**config.mk**
```make
export PLATFORM = sky130hd
export DESIGN_NAME = spectrum_io_glue
export DESIGN_NICKNAME = d
export VERILOG_FILES = /design/src/logic/glue_pkg.sv /design/src/logic/cpu_bus_if.sv /design/src/logic/ce_divider.sv /design/src/logic/z80_io_decode.sv /design/src/logic/z80_read_mux.sv /design/src/logic/audio_mixer.sv /design/src/logic/spectrum_io_glue.sv
export SDC_FILE = /design/constraint.sdc
export NUM_CORES = 1
export LEC_CHECK = 0
export ABC_AREA = 1
export BUFFER_PORTS_ARGS = -buffer_cell sky130_fd_sc_hd__clkbuf_2
export CAP_MARGIN = 10
export CORE_ASPECT_RATIO = 1.1
export CORE_UTILIZATION = 35
export DETAILED_ROUTE_END_ITERATION = 10
export PLACE_DENSITY = 0.56
export REMOVE_ABC_BUFFERS = 1
export SYNTH_ARGS = -nofsm -noshare
export SYNTH_HDL_FRONTEND = slang
export SYNTH_SLANG_ARGS = --single-unit
```
**constraint.sdc**
```tcl
create_clock -name fclk -period 3.6 [get_ports fclk]
set_input_delay 0.36 -clock fclk [delete_from_list [all_inputs] [get_ports fclk]]
set_output_delay 0.36 -clock fclk [all_outputs]
set_load 0.02 [all_outputs]
```
**src/logic/glue_pkg.sv**
```systemverilog
package glue_pkg;

  // bus and sample widths
  typedef logic [7:0]  byte_t;
  typedef logic [15:0] addr_t;
  typedef logic [15:0] sample_t;

  // sound source levels, all unsigned
  typedef logic [11:0] ts_level_t;
  typedef logic [14:0] gs_level_t;
  typedef logic [7:0]  dac_level_t;

  // io port decode
  localparam byte_t      SAA_PORT    = 8'hFF;
  localparam logic [3:0] GS_PORT_HI  = 4'hB;
  localparam logic [2:0] GS_PORT_LO3 = 3'h3;

  // value seen by the cpu when no source drives the bus
  localparam byte_t BUS_IDLE = 8'hFF;

  // clock enable dividers, in fclk cycles
  localparam int RTC_DIV     = 192;
  localparam int YM_DIV      = 8;
  localparam int SAA_DIV     = 7;
  // second saa pulse inside each period
  localparam int SAA_PHASE_B = 3;
  // mixer sample tick period
  localparam int MIX_DIV     = 16;

  // left shifts that place each source in the 16-bit mix
  localparam int TS_SHIFT    = 3;
  localparam int GS_SHIFT    = 1;
  localparam int COVOX_SHIFT = 6;
  localparam int SAA_SHIFT   = 7;
  localparam int BEEP_SHIFT  = 12;

  // port #fe register bits
  localparam int FE_TAPE_BIT = 3;
  localparam int FE_BEEP_BIT = 4;

endpackage

```
**src/logic/cpu_bus_if.sv**
```systemverilog
interface cpu_bus_if;

  // z80 address and write data
  glue_pkg::addr_t a;
  glue_pkg::byte_t dw;

  // active low strobes straight from the cpu
  logic iorq_n;
  logic mreq_n;
  logic rd_n;
  logic wr_n;
  logic m1_n;

  // cpu side drives the bus
  modport cpu (
    output a,
    output dw,
    output iorq_n,
    output mreq_n,
    output rd_n,
    output wr_n,
    output m1_n
  );

  // decoders and muxes only look at it
  modport bus (
    input a,
    input dw,
    input iorq_n,
    input mreq_n,
    input rd_n,
    input wr_n,
    input m1_n
  );

endinterface

```
**src/logic/ce_divider.sv**
```systemverilog
module ce_divider #(
  parameter int DIVIDE  = 8,
  parameter int PHASE_B = 0
) (
  input  logic fclk,
  input  logic reset,
  output logic ce
);

  localparam int CW = (DIVIDE > 1) ? $clog2(DIVIDE) : 1;

  logic [CW-1:0] cnt;
  logic          last;
  logic          hit_b;

  assign last  = (cnt == CW'(DIVIDE - 1));
  // phase b disabled when zero
  assign hit_b = (PHASE_B != 0) && (cnt == CW'(PHASE_B));

  always_ff @(posedge fclk) begin
    if (reset) begin
      cnt <= '0;
      ce  <= 1'b0;
    end else begin
      if (last) begin
        cnt <= '0;
      end else begin
        cnt <= cnt + 1'b1;
      end
      // registered pulse, one cycle behind the count
      ce <= (cnt == '0) || hit_b;
    end
  end

  a_cnt_range: assert property (
    @(posedge fclk) disable iff (reset)
    int'(cnt) < DIVIDE
  ) else $error("ce_divider counter out of range");

endmodule

```
**src/logic/z80_io_decode.sv**
```systemverilog
module z80_io_decode (
  input  logic          fclk,
  input  logic          reset,
  cpu_bus_if.bus        bus,
  input  logic          dos,
  output logic          ts_sel,
  output logic          gs_sel,
  output logic          fe_wr,
  output logic          ts_we,
  output logic          gs_cs_n,
  output logic          saa_wr_n,
  output logic          tape_out,
  output logic          beep
);

  logic io_wr;
  logic fe_tape;
  logic fe_beep;

  assign io_wr = ~bus.iorq_n & ~bus.wr_n;

  // turbosound decodes on a15 set, a1 clear and a0 set
  assign ts_sel = ~bus.iorq_n & bus.a[0] & bus.a[15] & ~bus.a[1];
  assign ts_we  = ts_sel & ~bus.wr_n;

  // general sound ports #xB3 and #xBB outside interrupt ack
  assign gs_sel = ~bus.iorq_n & bus.m1_n
                & (bus.a[7:4] == glue_pkg::GS_PORT_HI)
                & (bus.a[2:0] == glue_pkg::GS_PORT_LO3);
  assign gs_cs_n = ~gs_sel;

  // saa1099 hidden while dos rom is paged in
  assign saa_wr_n = ~(io_wr & (bus.a[7:0] == glue_pkg::SAA_PORT) & ~dos);

  // any even port write reaches #fe
  assign fe_wr = io_wr & ~bus.a[0];

  // port #fe keeps only the tape and beeper bits
  always_ff @(posedge fclk) begin
    if (reset) begin
      fe_tape <= 1'b0;
      fe_beep <= 1'b0;
    end else if (fe_wr) begin
      fe_tape <= bus.dw[glue_pkg::FE_TAPE_BIT];
      fe_beep <= bus.dw[glue_pkg::FE_BEEP_BIT];
    end
  end

  assign tape_out = fe_tape;
  assign beep     = fe_beep;

  // the written tape bit must show on the next clock
  a_fe_tape: assert property (
    @(posedge fclk) disable iff (reset)
    fe_wr |=> (tape_out == $past(bus.dw[glue_pkg::FE_TAPE_BIT]))
  ) else $error("tape_out did not follow port #fe write");

endmodule

```
**src/logic/z80_read_mux.sv**
```systemverilog
module z80_read_mux (
  cpu_bus_if.bus          bus,
  input  logic            gs_sel,
  input  logic            ts_sel,
  input  logic            zifi_dataout,
  input  logic            ports_ena,
  input  logic            intack,
  input  glue_pkg::byte_t ram_dout,
  input  glue_pkg::byte_t gs_dout,
  input  glue_pkg::byte_t ts_dout,
  input  glue_pkg::byte_t zifi_dout,
  input  glue_pkg::byte_t ports_dout,
  input  glue_pkg::byte_t im2vect,
  output glue_pkg::byte_t di
);

  logic rd;

  assign rd = ~bus.rd_n;

  // fixed priority, memory first
  always_comb begin
    if (~bus.mreq_n && rd) begin
      di = ram_dout;
    end else if (gs_sel && rd) begin
      di = gs_dout;
    end else if (ts_sel && rd) begin
      di = ts_dout;
    end else if (zifi_dataout && rd) begin
      di = zifi_dout;
    end else if (ports_ena) begin
      // port block qualifies its own read
      di = ports_dout;
    end else if (intack) begin
      di = im2vect;
    end else begin
      di = glue_pkg::BUS_IDLE;
    end
  end

endmodule

```
**src/logic/audio_mixer.sv**
```systemverilog
module audio_mixer #(
  parameter int MIX_DIV = 16
) (
  input  logic                 fclk,
  input  logic                 reset,
  input  glue_pkg::ts_level_t  ts_l,
  input  glue_pkg::ts_level_t  ts_r,
  input  glue_pkg::gs_level_t  gs_l,
  input  glue_pkg::gs_level_t  gs_r,
  input  glue_pkg::dac_level_t covox_a,
  input  glue_pkg::dac_level_t covox_b,
  input  glue_pkg::dac_level_t covox_c,
  input  glue_pkg::dac_level_t covox_d,
  input  glue_pkg::dac_level_t saa_l,
  input  glue_pkg::dac_level_t saa_r,
  input  logic                 beep,
  output glue_pkg::sample_t    sample_l,
  output glue_pkg::sample_t    sample_r,
  output logic                 sample_valid,
  input  logic                 sample_ready
);

  // ts, gs, two covox, saa, beeper
  localparam int NTERM = 6;

  logic              tick;
  logic              s1_valid;
  logic              out_free;
  logic              s2_load;
  logic              capture;
  glue_pkg::sample_t term_l [NTERM];
  glue_pkg::sample_t term_r [NTERM];
  glue_pkg::sample_t sum_l;
  glue_pkg::sample_t sum_r;

  ce_divider #(
    .DIVIDE  (MIX_DIV),
    .PHASE_B (0)
  ) u_tick (
    .fclk  (fclk),
    .reset (reset),
    .ce    (tick)
  );

  // output register empty or being taken this cycle
  assign out_free = ~sample_valid | sample_ready;
  assign s2_load  = s1_valid & out_free;
  // a tick that finds stage 1 stuck is lost
  assign capture  = tick & (~s1_valid | out_free);

  // stage 1, capture and scale
  always_ff @(posedge fclk) begin
    if (capture) begin
      term_l[0] <= glue_pkg::sample_t'(ts_l) << glue_pkg::TS_SHIFT;
      term_l[1] <= glue_pkg::sample_t'(gs_l) << glue_pkg::GS_SHIFT;
      term_l[2] <= glue_pkg::sample_t'(covox_a) << glue_pkg::COVOX_SHIFT;
      term_l[3] <= glue_pkg::sample_t'(covox_b) << glue_pkg::COVOX_SHIFT;
      term_l[4] <= glue_pkg::sample_t'(saa_l) << glue_pkg::SAA_SHIFT;
      term_l[5] <= glue_pkg::sample_t'(beep) << glue_pkg::BEEP_SHIFT;
      term_r[0] <= glue_pkg::sample_t'(ts_r) << glue_pkg::TS_SHIFT;
      term_r[1] <= glue_pkg::sample_t'(gs_r) << glue_pkg::GS_SHIFT;
      term_r[2] <= glue_pkg::sample_t'(covox_c) << glue_pkg::COVOX_SHIFT;
      term_r[3] <= glue_pkg::sample_t'(covox_d) << glue_pkg::COVOX_SHIFT;
      term_r[4] <= glue_pkg::sample_t'(saa_r) << glue_pkg::SAA_SHIFT;
      term_r[5] <= glue_pkg::sample_t'(beep) << glue_pkg::BEEP_SHIFT;
    end
  end

  // wraps modulo 2^16
  always_comb begin
    sum_l = '0;
    sum_r = '0;
    for (int i = 0; i < NTERM; i++) begin
      sum_l = sum_l + term_l[i];
      sum_r = sum_r + term_r[i];
    end
  end

  // stage 2, sums held until taken
  always_ff @(posedge fclk) begin
    if (s2_load) begin
      sample_l <= sum_l;
      sample_r <= sum_r;
    end
  end

  always_ff @(posedge fclk) begin
    if (reset) begin
      s1_valid     <= 1'b0;
      sample_valid <= 1'b0;
    end else begin
      if (capture) begin
        s1_valid <= 1'b1;
      end else if (s2_load) begin
        s1_valid <= 1'b0;
      end
      if (out_free) begin
        sample_valid <= s1_valid;
      end
    end
  end

  a_hold_stable: assert property (
    @(posedge fclk) disable iff (reset)
    (sample_valid && !sample_ready)
      |=> (sample_valid && $stable(sample_l) && $stable(sample_r))
  ) else $error("mixer sample changed while stalled");

endmodule

```
**src/logic/spectrum_io_glue.sv**
```systemverilog
module spectrum_io_glue #(
  parameter int MIX_DIV = glue_pkg::MIX_DIV
) (
  input  logic                 fclk,
  input  logic                 reset,
  input  glue_pkg::addr_t      a,
  input  glue_pkg::byte_t      dw,
  input  logic                 iorq_n,
  input  logic                 mreq_n,
  input  logic                 rd_n,
  input  logic                 wr_n,
  input  logic                 m1_n,
  input  logic                 dos,
  input  logic                 intack,
  input  glue_pkg::byte_t      ram_dout,
  input  glue_pkg::byte_t      gs_dout,
  input  glue_pkg::byte_t      ts_dout,
  input  glue_pkg::byte_t      zifi_dout,
  input  glue_pkg::byte_t      ports_dout,
  input  glue_pkg::byte_t      im2vect,
  input  logic                 zifi_dataout,
  input  logic                 ports_ena,
  input  glue_pkg::ts_level_t  ts_l,
  input  glue_pkg::ts_level_t  ts_r,
  input  glue_pkg::gs_level_t  gs_l,
  input  glue_pkg::gs_level_t  gs_r,
  input  glue_pkg::dac_level_t covox_a,
  input  glue_pkg::dac_level_t covox_b,
  input  glue_pkg::dac_level_t covox_c,
  input  glue_pkg::dac_level_t covox_d,
  input  glue_pkg::dac_level_t saa_l,
  input  glue_pkg::dac_level_t saa_r,
  input  logic                 sample_ready,
  output glue_pkg::byte_t      di,
  output logic                 ts_we,
  output logic                 gs_cs_n,
  output logic                 saa_wr_n,
  output logic                 tape_out,
  output logic                 ce_rtc,
  output logic                 ce_ym,
  output logic                 ce_saa,
  output glue_pkg::sample_t    sample_l,
  output glue_pkg::sample_t    sample_r,
  output logic                 sample_valid
);

  logic ts_sel;
  logic gs_sel;
  logic beep;

  cpu_bus_if bus ();

  // cpu pins onto the shared bus
  assign bus.a      = a;
  assign bus.dw     = dw;
  assign bus.iorq_n = iorq_n;
  assign bus.mreq_n = mreq_n;
  assign bus.rd_n   = rd_n;
  assign bus.wr_n   = wr_n;
  assign bus.m1_n   = m1_n;

  z80_io_decode u_decode (
    .fclk     (fclk),
    .reset    (reset),
    .bus      (bus.bus),
    .dos      (dos),
    .ts_sel   (ts_sel),
    .gs_sel   (gs_sel),
    .fe_wr    (),
    .ts_we    (ts_we),
    .gs_cs_n  (gs_cs_n),
    .saa_wr_n (saa_wr_n),
    .tape_out (tape_out),
    .beep     (beep)
  );

  z80_read_mux u_read_mux (
    .bus          (bus.bus),
    .gs_sel       (gs_sel),
    .ts_sel       (ts_sel),
    .zifi_dataout (zifi_dataout),
    .ports_ena    (ports_ena),
    .intack       (intack),
    .ram_dout     (ram_dout),
    .gs_dout      (gs_dout),
    .ts_dout      (ts_dout),
    .zifi_dout    (zifi_dout),
    .ports_dout   (ports_dout),
    .im2vect      (im2vect),
    .di           (di)
  );

  audio_mixer #(
    .MIX_DIV (MIX_DIV)
  ) u_mixer (
    .fclk         (fclk),
    .reset        (reset),
    .ts_l         (ts_l),
    .ts_r         (ts_r),
    .gs_l         (gs_l),
    .gs_r         (gs_r),
    .covox_a      (covox_a),
    .covox_b      (covox_b),
    .covox_c      (covox_c),
    .covox_d      (covox_d),
    .saa_l        (saa_l),
    .saa_r        (saa_r),
    .beep         (beep),
    .sample_l     (sample_l),
    .sample_r     (sample_r),
    .sample_valid (sample_valid),
    .sample_ready (sample_ready)
  );

  // rtc core enable
  ce_divider #(
    .DIVIDE  (glue_pkg::RTC_DIV),
    .PHASE_B (0)
  ) u_ce_rtc (
    .fclk  (fclk),
    .reset (reset),
    .ce    (ce_rtc)
  );

  ce_divider #(
    .DIVIDE  (glue_pkg::YM_DIV),
    .PHASE_B (0)
  ) u_ce_ym (
    .fclk  (fclk),
    .reset (reset),
    .ce    (ce_ym)
  );

  // saa gets two pulses every seven clocks
  ce_divider #(
    .DIVIDE  (glue_pkg::SAA_DIV),
    .PHASE_B (glue_pkg::SAA_PHASE_B)
  ) u_ce_saa (
    .fclk  (fclk),
    .reset (reset),
    .ce    (ce_saa)
  );

endmodule

```
# After elaboration in Yosys (flattened, before gate mapping)
# Memory sizes are Yosys's and may differ from the RTL's.
# Cells that the tools add are included.
dict set report word_totals {
  register_bits 58
  ramBits 180
  wordCells 88
  memories 2
}
# memory words width read_ports rd_ports_with_merged_regs wr line_no
set mem_list {}
lappend mem_list {u_mixer.term_l 6 15 6 0 6 audio_mixer.sv:31} ;# glue_pkg::sample_t term_l [NTERM];
lappend mem_list {u_mixer.term_r 6 15 6 0 6 audio_mixer.sv:32} ;# glue_pkg::sample_t term_r [NTERM];
dict set report classes {
  n_addsub 14
  eq_ne 8
  n_mux 10
  n_bitwise 26
  n_reduce_logical 14
}
# op count
set ops {}
lappend ops {{adder 16 bit} 10}
lappend ops {{two-way mux 8 bit} 6}
lappend ops {{== test 8 bit (second input constant)} 2}
lappend ops {{bitwise AND 1 bit} 13}
lappend ops {{inverter 1 bit} 11}
lappend ops {{adder 8 x 1 -> 8 bit (second input constant)} 1}
lappend ops {{== test 4 bit (second input constant)} 2}
lappend ops {{logical NOT 8 bit} 1}
lappend ops {{OR reduction 2 bit} 4}
lappend ops {{adder 3 x 1 -> 3 bit (second input constant)} 2}
lappend ops {{== test 3 x 2 -> 1 bit (second input constant)} 2}
lappend ops {{== test 3 bit (second input constant)} 2}
lappend ops {{logical NOT 3 bit} 2}
lappend ops {{adder 4 x 1 -> 4 bit (second input constant)} 1}
lappend ops {{logical AND 1 bit} 4}
lappend ops {{logical NOT 4 bit} 1}
lappend ops {{two-way mux 1 bit} 4}
lappend ops {{bitwise OR 1 bit} 2}
lappend ops {{nonzero test 2 bit} 1}
lappend ops {{logical OR 1 bit} 1}

# Depth between registers and ports, before layout
dict set report logic_depth {
  word_depth 8
  ltp_mapped 16
}

# Hierarchy
# Synthesis repeated with hierarchy kept, for this count alone.
dict set report hier_totals {
  hier_cells 885
  hier_area_um2 8906.0
}
# mod n_inst cells_each area_per_inst_um2
set modules_own_cells {}
lappend modules_own_cells {audio_mixer 1 552 7006.7}
lappend modules_own_cells {z80_read_mux 1 166 698.2}
lappend modules_own_cells {{ce_divider at u_ce_rtc} 1 61 424.2}
lappend modules_own_cells {{ce_divider at u_mixer.u_tick} 1 29 220.2}
lappend modules_own_cells {z80_io_decode 1 37 202.7}
lappend modules_own_cells {{ce_divider at u_ce_saa} 1 21 188.9}
lappend modules_own_cells {{ce_divider at u_ce_ym} 1 19 165.2}

# Worst setup path after synthesis
# Ideal clock, no wire load.
dict set report synth_path {
  path_kind {register -> register}
  from {mem u_mixer.term_l[1][7] (netlist bit)}
  to {reg u_mixer.sample_l[15], data pin}
  setup_time_ns 0.254
  arrival_time_ns 2.952
  required_ns 3.346
  slack_ns 0.394
  path_stages_with_launch 13
  period_less_slack_ns 3.206
  cell_sequence {edfxtp_1 fa_1 inv_1 fa_1 inv_1 fa_1 ha_1 a21oi_1 nor2_1 o21ai_0 nand3_1 nand2_1 nand2_1}
}
# item line_no
set synth_lines {}
lappend synth_lines {{from (decl)} audio_mixer.sv:31}
lappend synth_lines {{to (signal assigned)} audio_mixer.sv:82} ;# sample_l <= sum_l;
lappend synth_lines {{to (decl)} audio_mixer.sv:17} ;# output glue_pkg::sample_t sample_l,

==> qor.csv <==
stage,metric,value,unit
status,status,"complete, no violations",
floorplanning,core_area,23800,um2
final_layout,post-route-util,44.5,%
final_layout,drive_gt1_share,27.6,%
power_and_ir_drop,ir_worst_vdd,455,uV
final_layout,diodes,0,
sta,slew_headroom,25.9,%
sta,fmax,297,MHz
drt,drc,0,
synth,ys_ff_latch,159,
sta,period_share,93.5,%
critical_path,startpoint_type,register,
critical_path,cp-end-kind,register,
drt,vias_per_cell,4.33,
critical_path,crit_family,adder cells,
critical_path,critPathMaxStageDelay,0.54,ns
critical_path,required,3.78,ns
sta,fin_crit,3.37,ns
synth,syn_area,8520,um2
critical_path,path_max_fanout,4,
flow_run,drv_cap,0,
placed_design,gp_congestion,0.874,
cts,hold_buffers,0,
floorplanning,die_y,166,um
critical_path,arrival,3.54,ns
critical_path,path_common_cell,fa_1,
sta,worst_pin_slew,1.11,ns
sta,finalMaxSlewViolations,0,
global_routing,grt_pass1_vias,5923,
critical_path,path_cells,"fa_1, inv_1, fa_1, inv_1, fa_1, ha_1, a21oi_2, nor2_1, o21ai_0, nand3_1, nand2_1, nand2_1",
critical_path,r2r-start,u_mixer.term_l[1][7]$_DFFE_PP_,
drt,routed_wl,16700,um
global_routing,grt-ovfl-total,0,
synth,yosysWarnings,0,
hold_path,hold_path.class,input port to register,
placed_design,port-buffer-count,218,
cts,cts_buffers,17,
critical_path,rr_worst_depth,12,
critical_path,r2r_slack,0.23,ns
synth,syn_inst,759,
synth,postSynthAreaPerCell,11.2,um2
synth,ys_seq_area_share,53.0,%
global_routing,antenna_found_initial,1,
power_and_ir_drop,totalPowerFinal,8.52,mW
global_routing,grt_max_degree,57,
hold_path,whs_path_depth,1,
sta,fin_setup_tns,0,ns
drt,dr.first_iter.drc_count,172,
placed_design,dp.cells,1278,
critical_path,crit_end,u_mixer.sample_l[15]$_DFFE_PP_,
final_layout,nets,1289,
drt,wl_per_cell,12.8,um
final_layout,n_fill_cell,2293,
sta,rsz0062_at_grt,false,
critical_path,critical_path_class,register to register,
critical_path,worst-path-stages,12,
power_and_ir_drop,p_leak,5.13,nW
synth,synth_cell_types,36,
cts,ctsHtreeMaxLevel,4,
drt,firstDrtPassIters,4,
cts,cts.path.max_buffers,2,
critical_path,cpMaxStageDelayCell,fa_1,
cts,cts_root_buf,clkbuf_16,
critical_path,crit_path_start,u_mixer.term_l[1][7]$_DFFE_PP_,
power_and_ir_drop,power.density,806,nW/um2
final_layout,area_growth,24.1,%
cts,clock_sinks,159,
critical_path,crit_buf_inv,2,
cts,clk_latency,0.42,ns
sta,final.setup_skew,0.0120,ns
cts,clkTransAtPathRegs,0.08,ns
cts,cts_tree,done,
floorplanning,rows,59,
synth,synth_edf_count,133,
floorplanning,dieArea,25000,um2
placed_design,hpwlAfterDp,13600,um
critical_path,rr_endpoint,u_mixer.sample_l[15]$_DFFE_PP_,
floorplanning,start_util,35.8,%
global_routing,grt_pass1_wl,27000,um
global_routing,grt_usage,14.2,%
synth,synth-main-ff-cell,edfxtp_1,
drt,vias,5666,
synth,async_flop_share,0,%
sta,final-hold-violation-count,0,
floorplanning,ioPinCount,234,
drt,antenna_left,0,
floorplanning,die_w,151,um
sta,setup_violations,0,
final_layout,final_cells,1310,
-- flip-flops by register name, summed over array words and instances, names as in the netlist --
signal and flops:
u_ce_rtc.ce 1, u_ce_rtc.cnt 8, u_ce_saa.ce 1, u_ce_saa.cnt 3
u_ce_ym.ce 1, u_ce_ym.cnt 3, u_decode.beep 1, u_decode.tape_out 1
u_mixer.s1_valid 1, u_mixer.sample_l 15, u_mixer.sample_r 15, u_mixer.sample_valid 1
u_mixer.term_l 52, u_mixer.term_r 51, u_mixer.u_tick.ce 1, u_mixer.u_tick.cnt 4
-- Yosys cell counts (all sizes together) (2+ instances only) --
library cell | n | area share (%)
inv | 201 | 8.9
edfxtp | 133 | 47
nand2 | 104 | 4.6
ha | 59 | 8.7
fa | 52 | 12
nand3 | 49 | 3.0
nor2 | 39 | 1.9
dfxtp | 26 | 6.1
a21oi | 22 | 1.3
xor2 | 15 | 1.5
nand4 | 14 | 1.2
o21ai | 11 | 0.82
or2 | 8 | 0.59
buf | 6 | 0.62
xnor2 | 4 | 0.41
o21bai | 3 | 0.26
a31oi | 2 | 0.15
and2 | 2 | 0.15
nand3b | 2 | 0.18
nor3b | 2 | 0.18
nor4 | 2 | 0.15
-- metal layers --
metal / global-route usage, % / wire [um]
met5: 0 / 13
met4: 5.43 / 349
met3: 5.10 / 1510
met2: 24.3 / 8000
met1: 15.8 / 6840
-- kinds of logic (layout without fill, tap and decap cells) --
group | count (synthesis) | after routing | share of synthesized area [%]
compound gates | 38 | 38 | 2.53
other cells | 1 | 2 | 0.0440
buf+inv | 208 | 453 | 9.56
fa+ha+maj | 111 | 111 | 20.9
flops | 159 | 159 | 53.0
xor+xnor | 19 | 19 | 1.95
simple gates | 223 | 223 | 12.1
-- through the flow --
| stage | hold WS (ns) | area, um2 | setup WS [ns] |
|---|---|---|---|
| after floorplan | 0.396 | 8470 | 0.394 |
| after global placement | 0.401 | 9980 | 0.233 |
| after detailed placement | 0.407 | 9980 | 0.208 |
| after CTS | 0.0747 | 10600 | 0.185 |
| after global routing | 0.0666 | 10600 | 0.0115 |
| final | 0.103 | 10600 | 0.234 |
-- placed cells by master, fill, tap and decap left out, types with 2 or more instances in the layout --
cell / Yosys / final
nand3_1: 48 / 48
nor2_2: 4 / 4
clkbuf_2: 1 / 218
fa_1: 52 / 52
o21bai_1: 3 / 3
ha_1: 59 / 59
a21oi_2: 0 / 2
inv_8: 0 / 6
nand3b_1: 2 / 2
dfxtp_1: 26 / 26
inv_4: 1 / 5
nand4_2: 2 / 2
inv_6: 0 / 2
nor2_1: 34 / 34
clkbuf_16: 0 / 17
xnor2_1: 4 / 4
nor4_1: 2 / 2
xor2_1: 15 / 15
clkinv_8: 0 / 3
nand4_1: 12 / 12
nand2_1: 102 / 102
nand2_2: 2 / 2
a21oi_1: 22 / 19
or2_2: 6 / 6
inv_1: 198 / 197
inv_2: 2 / 2
nor3b_1: 2 / 2
or2_0: 2 / 2
edfxtp_1: 133 / 133
and2_1: 2 / 2
a31oi_1: 2 / 2
o21ai_0: 8 / 8
conb_1: 1 / 2
-- worst min path at each step --
stage	startpoint	slack, ns	endpoint
floorplan	u_ce_ym.cnt[2]$_SDFF_PP0_	0.40	u_ce_ym.ce$_SDFF_PP0_
global placement	u_mixer.term_r[1][0]$_DFFE_PP_	0.40	u_mixer.sample_r[1]$_DFFE_PP_
detailed placement	u_mixer.term_r[1][1]$_DFFE_PP_	0.41	u_mixer.sample_r[2]$_DFFE_PP_
CTS	covox_c[4]	0.07	u_mixer.term_r[2][9]$_DFFE_PP_
global route	gs_r[9]	0.07	u_mixer.term_r[1][9]$_DFFE_PP_
finish	covox_c[4]	0.10	u_mixer.term_r[2][9]$_DFFE_PP_
-- cell type report --
class,instances,area [um2],area share [%]
clock buffers,17,425,4.02
clock inverters,15,161,1.53
inverters,201,759,7.18
multi-input cells,393,3210,30.4
flip-flops and latches,159,4510,42.7
well taps,305,382,3.61
repair buffers,220,1120,10.6
-- what timing repair did --
item	CTS	global route
setup buffers	0	0
endpoints found under the setup margin	0	2
gates resized for setup	0	2
-- power by group --
group / internal [mW] / switching (mW) / leakage (nW)
clock: 0.934 / 0.840 / 0.293
combinational: 1.57 / 2.46 / 3.39
sequential: 2.62 / 0.101 / 1.44
total: 5.12 / 3.40 / 5.13
-- worst register-to-register path, cell delays in order, from the launching register on --
cell	delay (ns)
edfxtp_1	0.40
fa_1	0.54
inv_1	0.06
fa_1	0.54
inv_1	0.06
fa_1	0.47
ha_1	0.37
a21oi_2	0.19
nor2_1	0.06
o21ai_0	0.21
nand3_1	0.10
nand2_1	0.07
nand2_1	0.05
(Power assumes the default switching activity.)
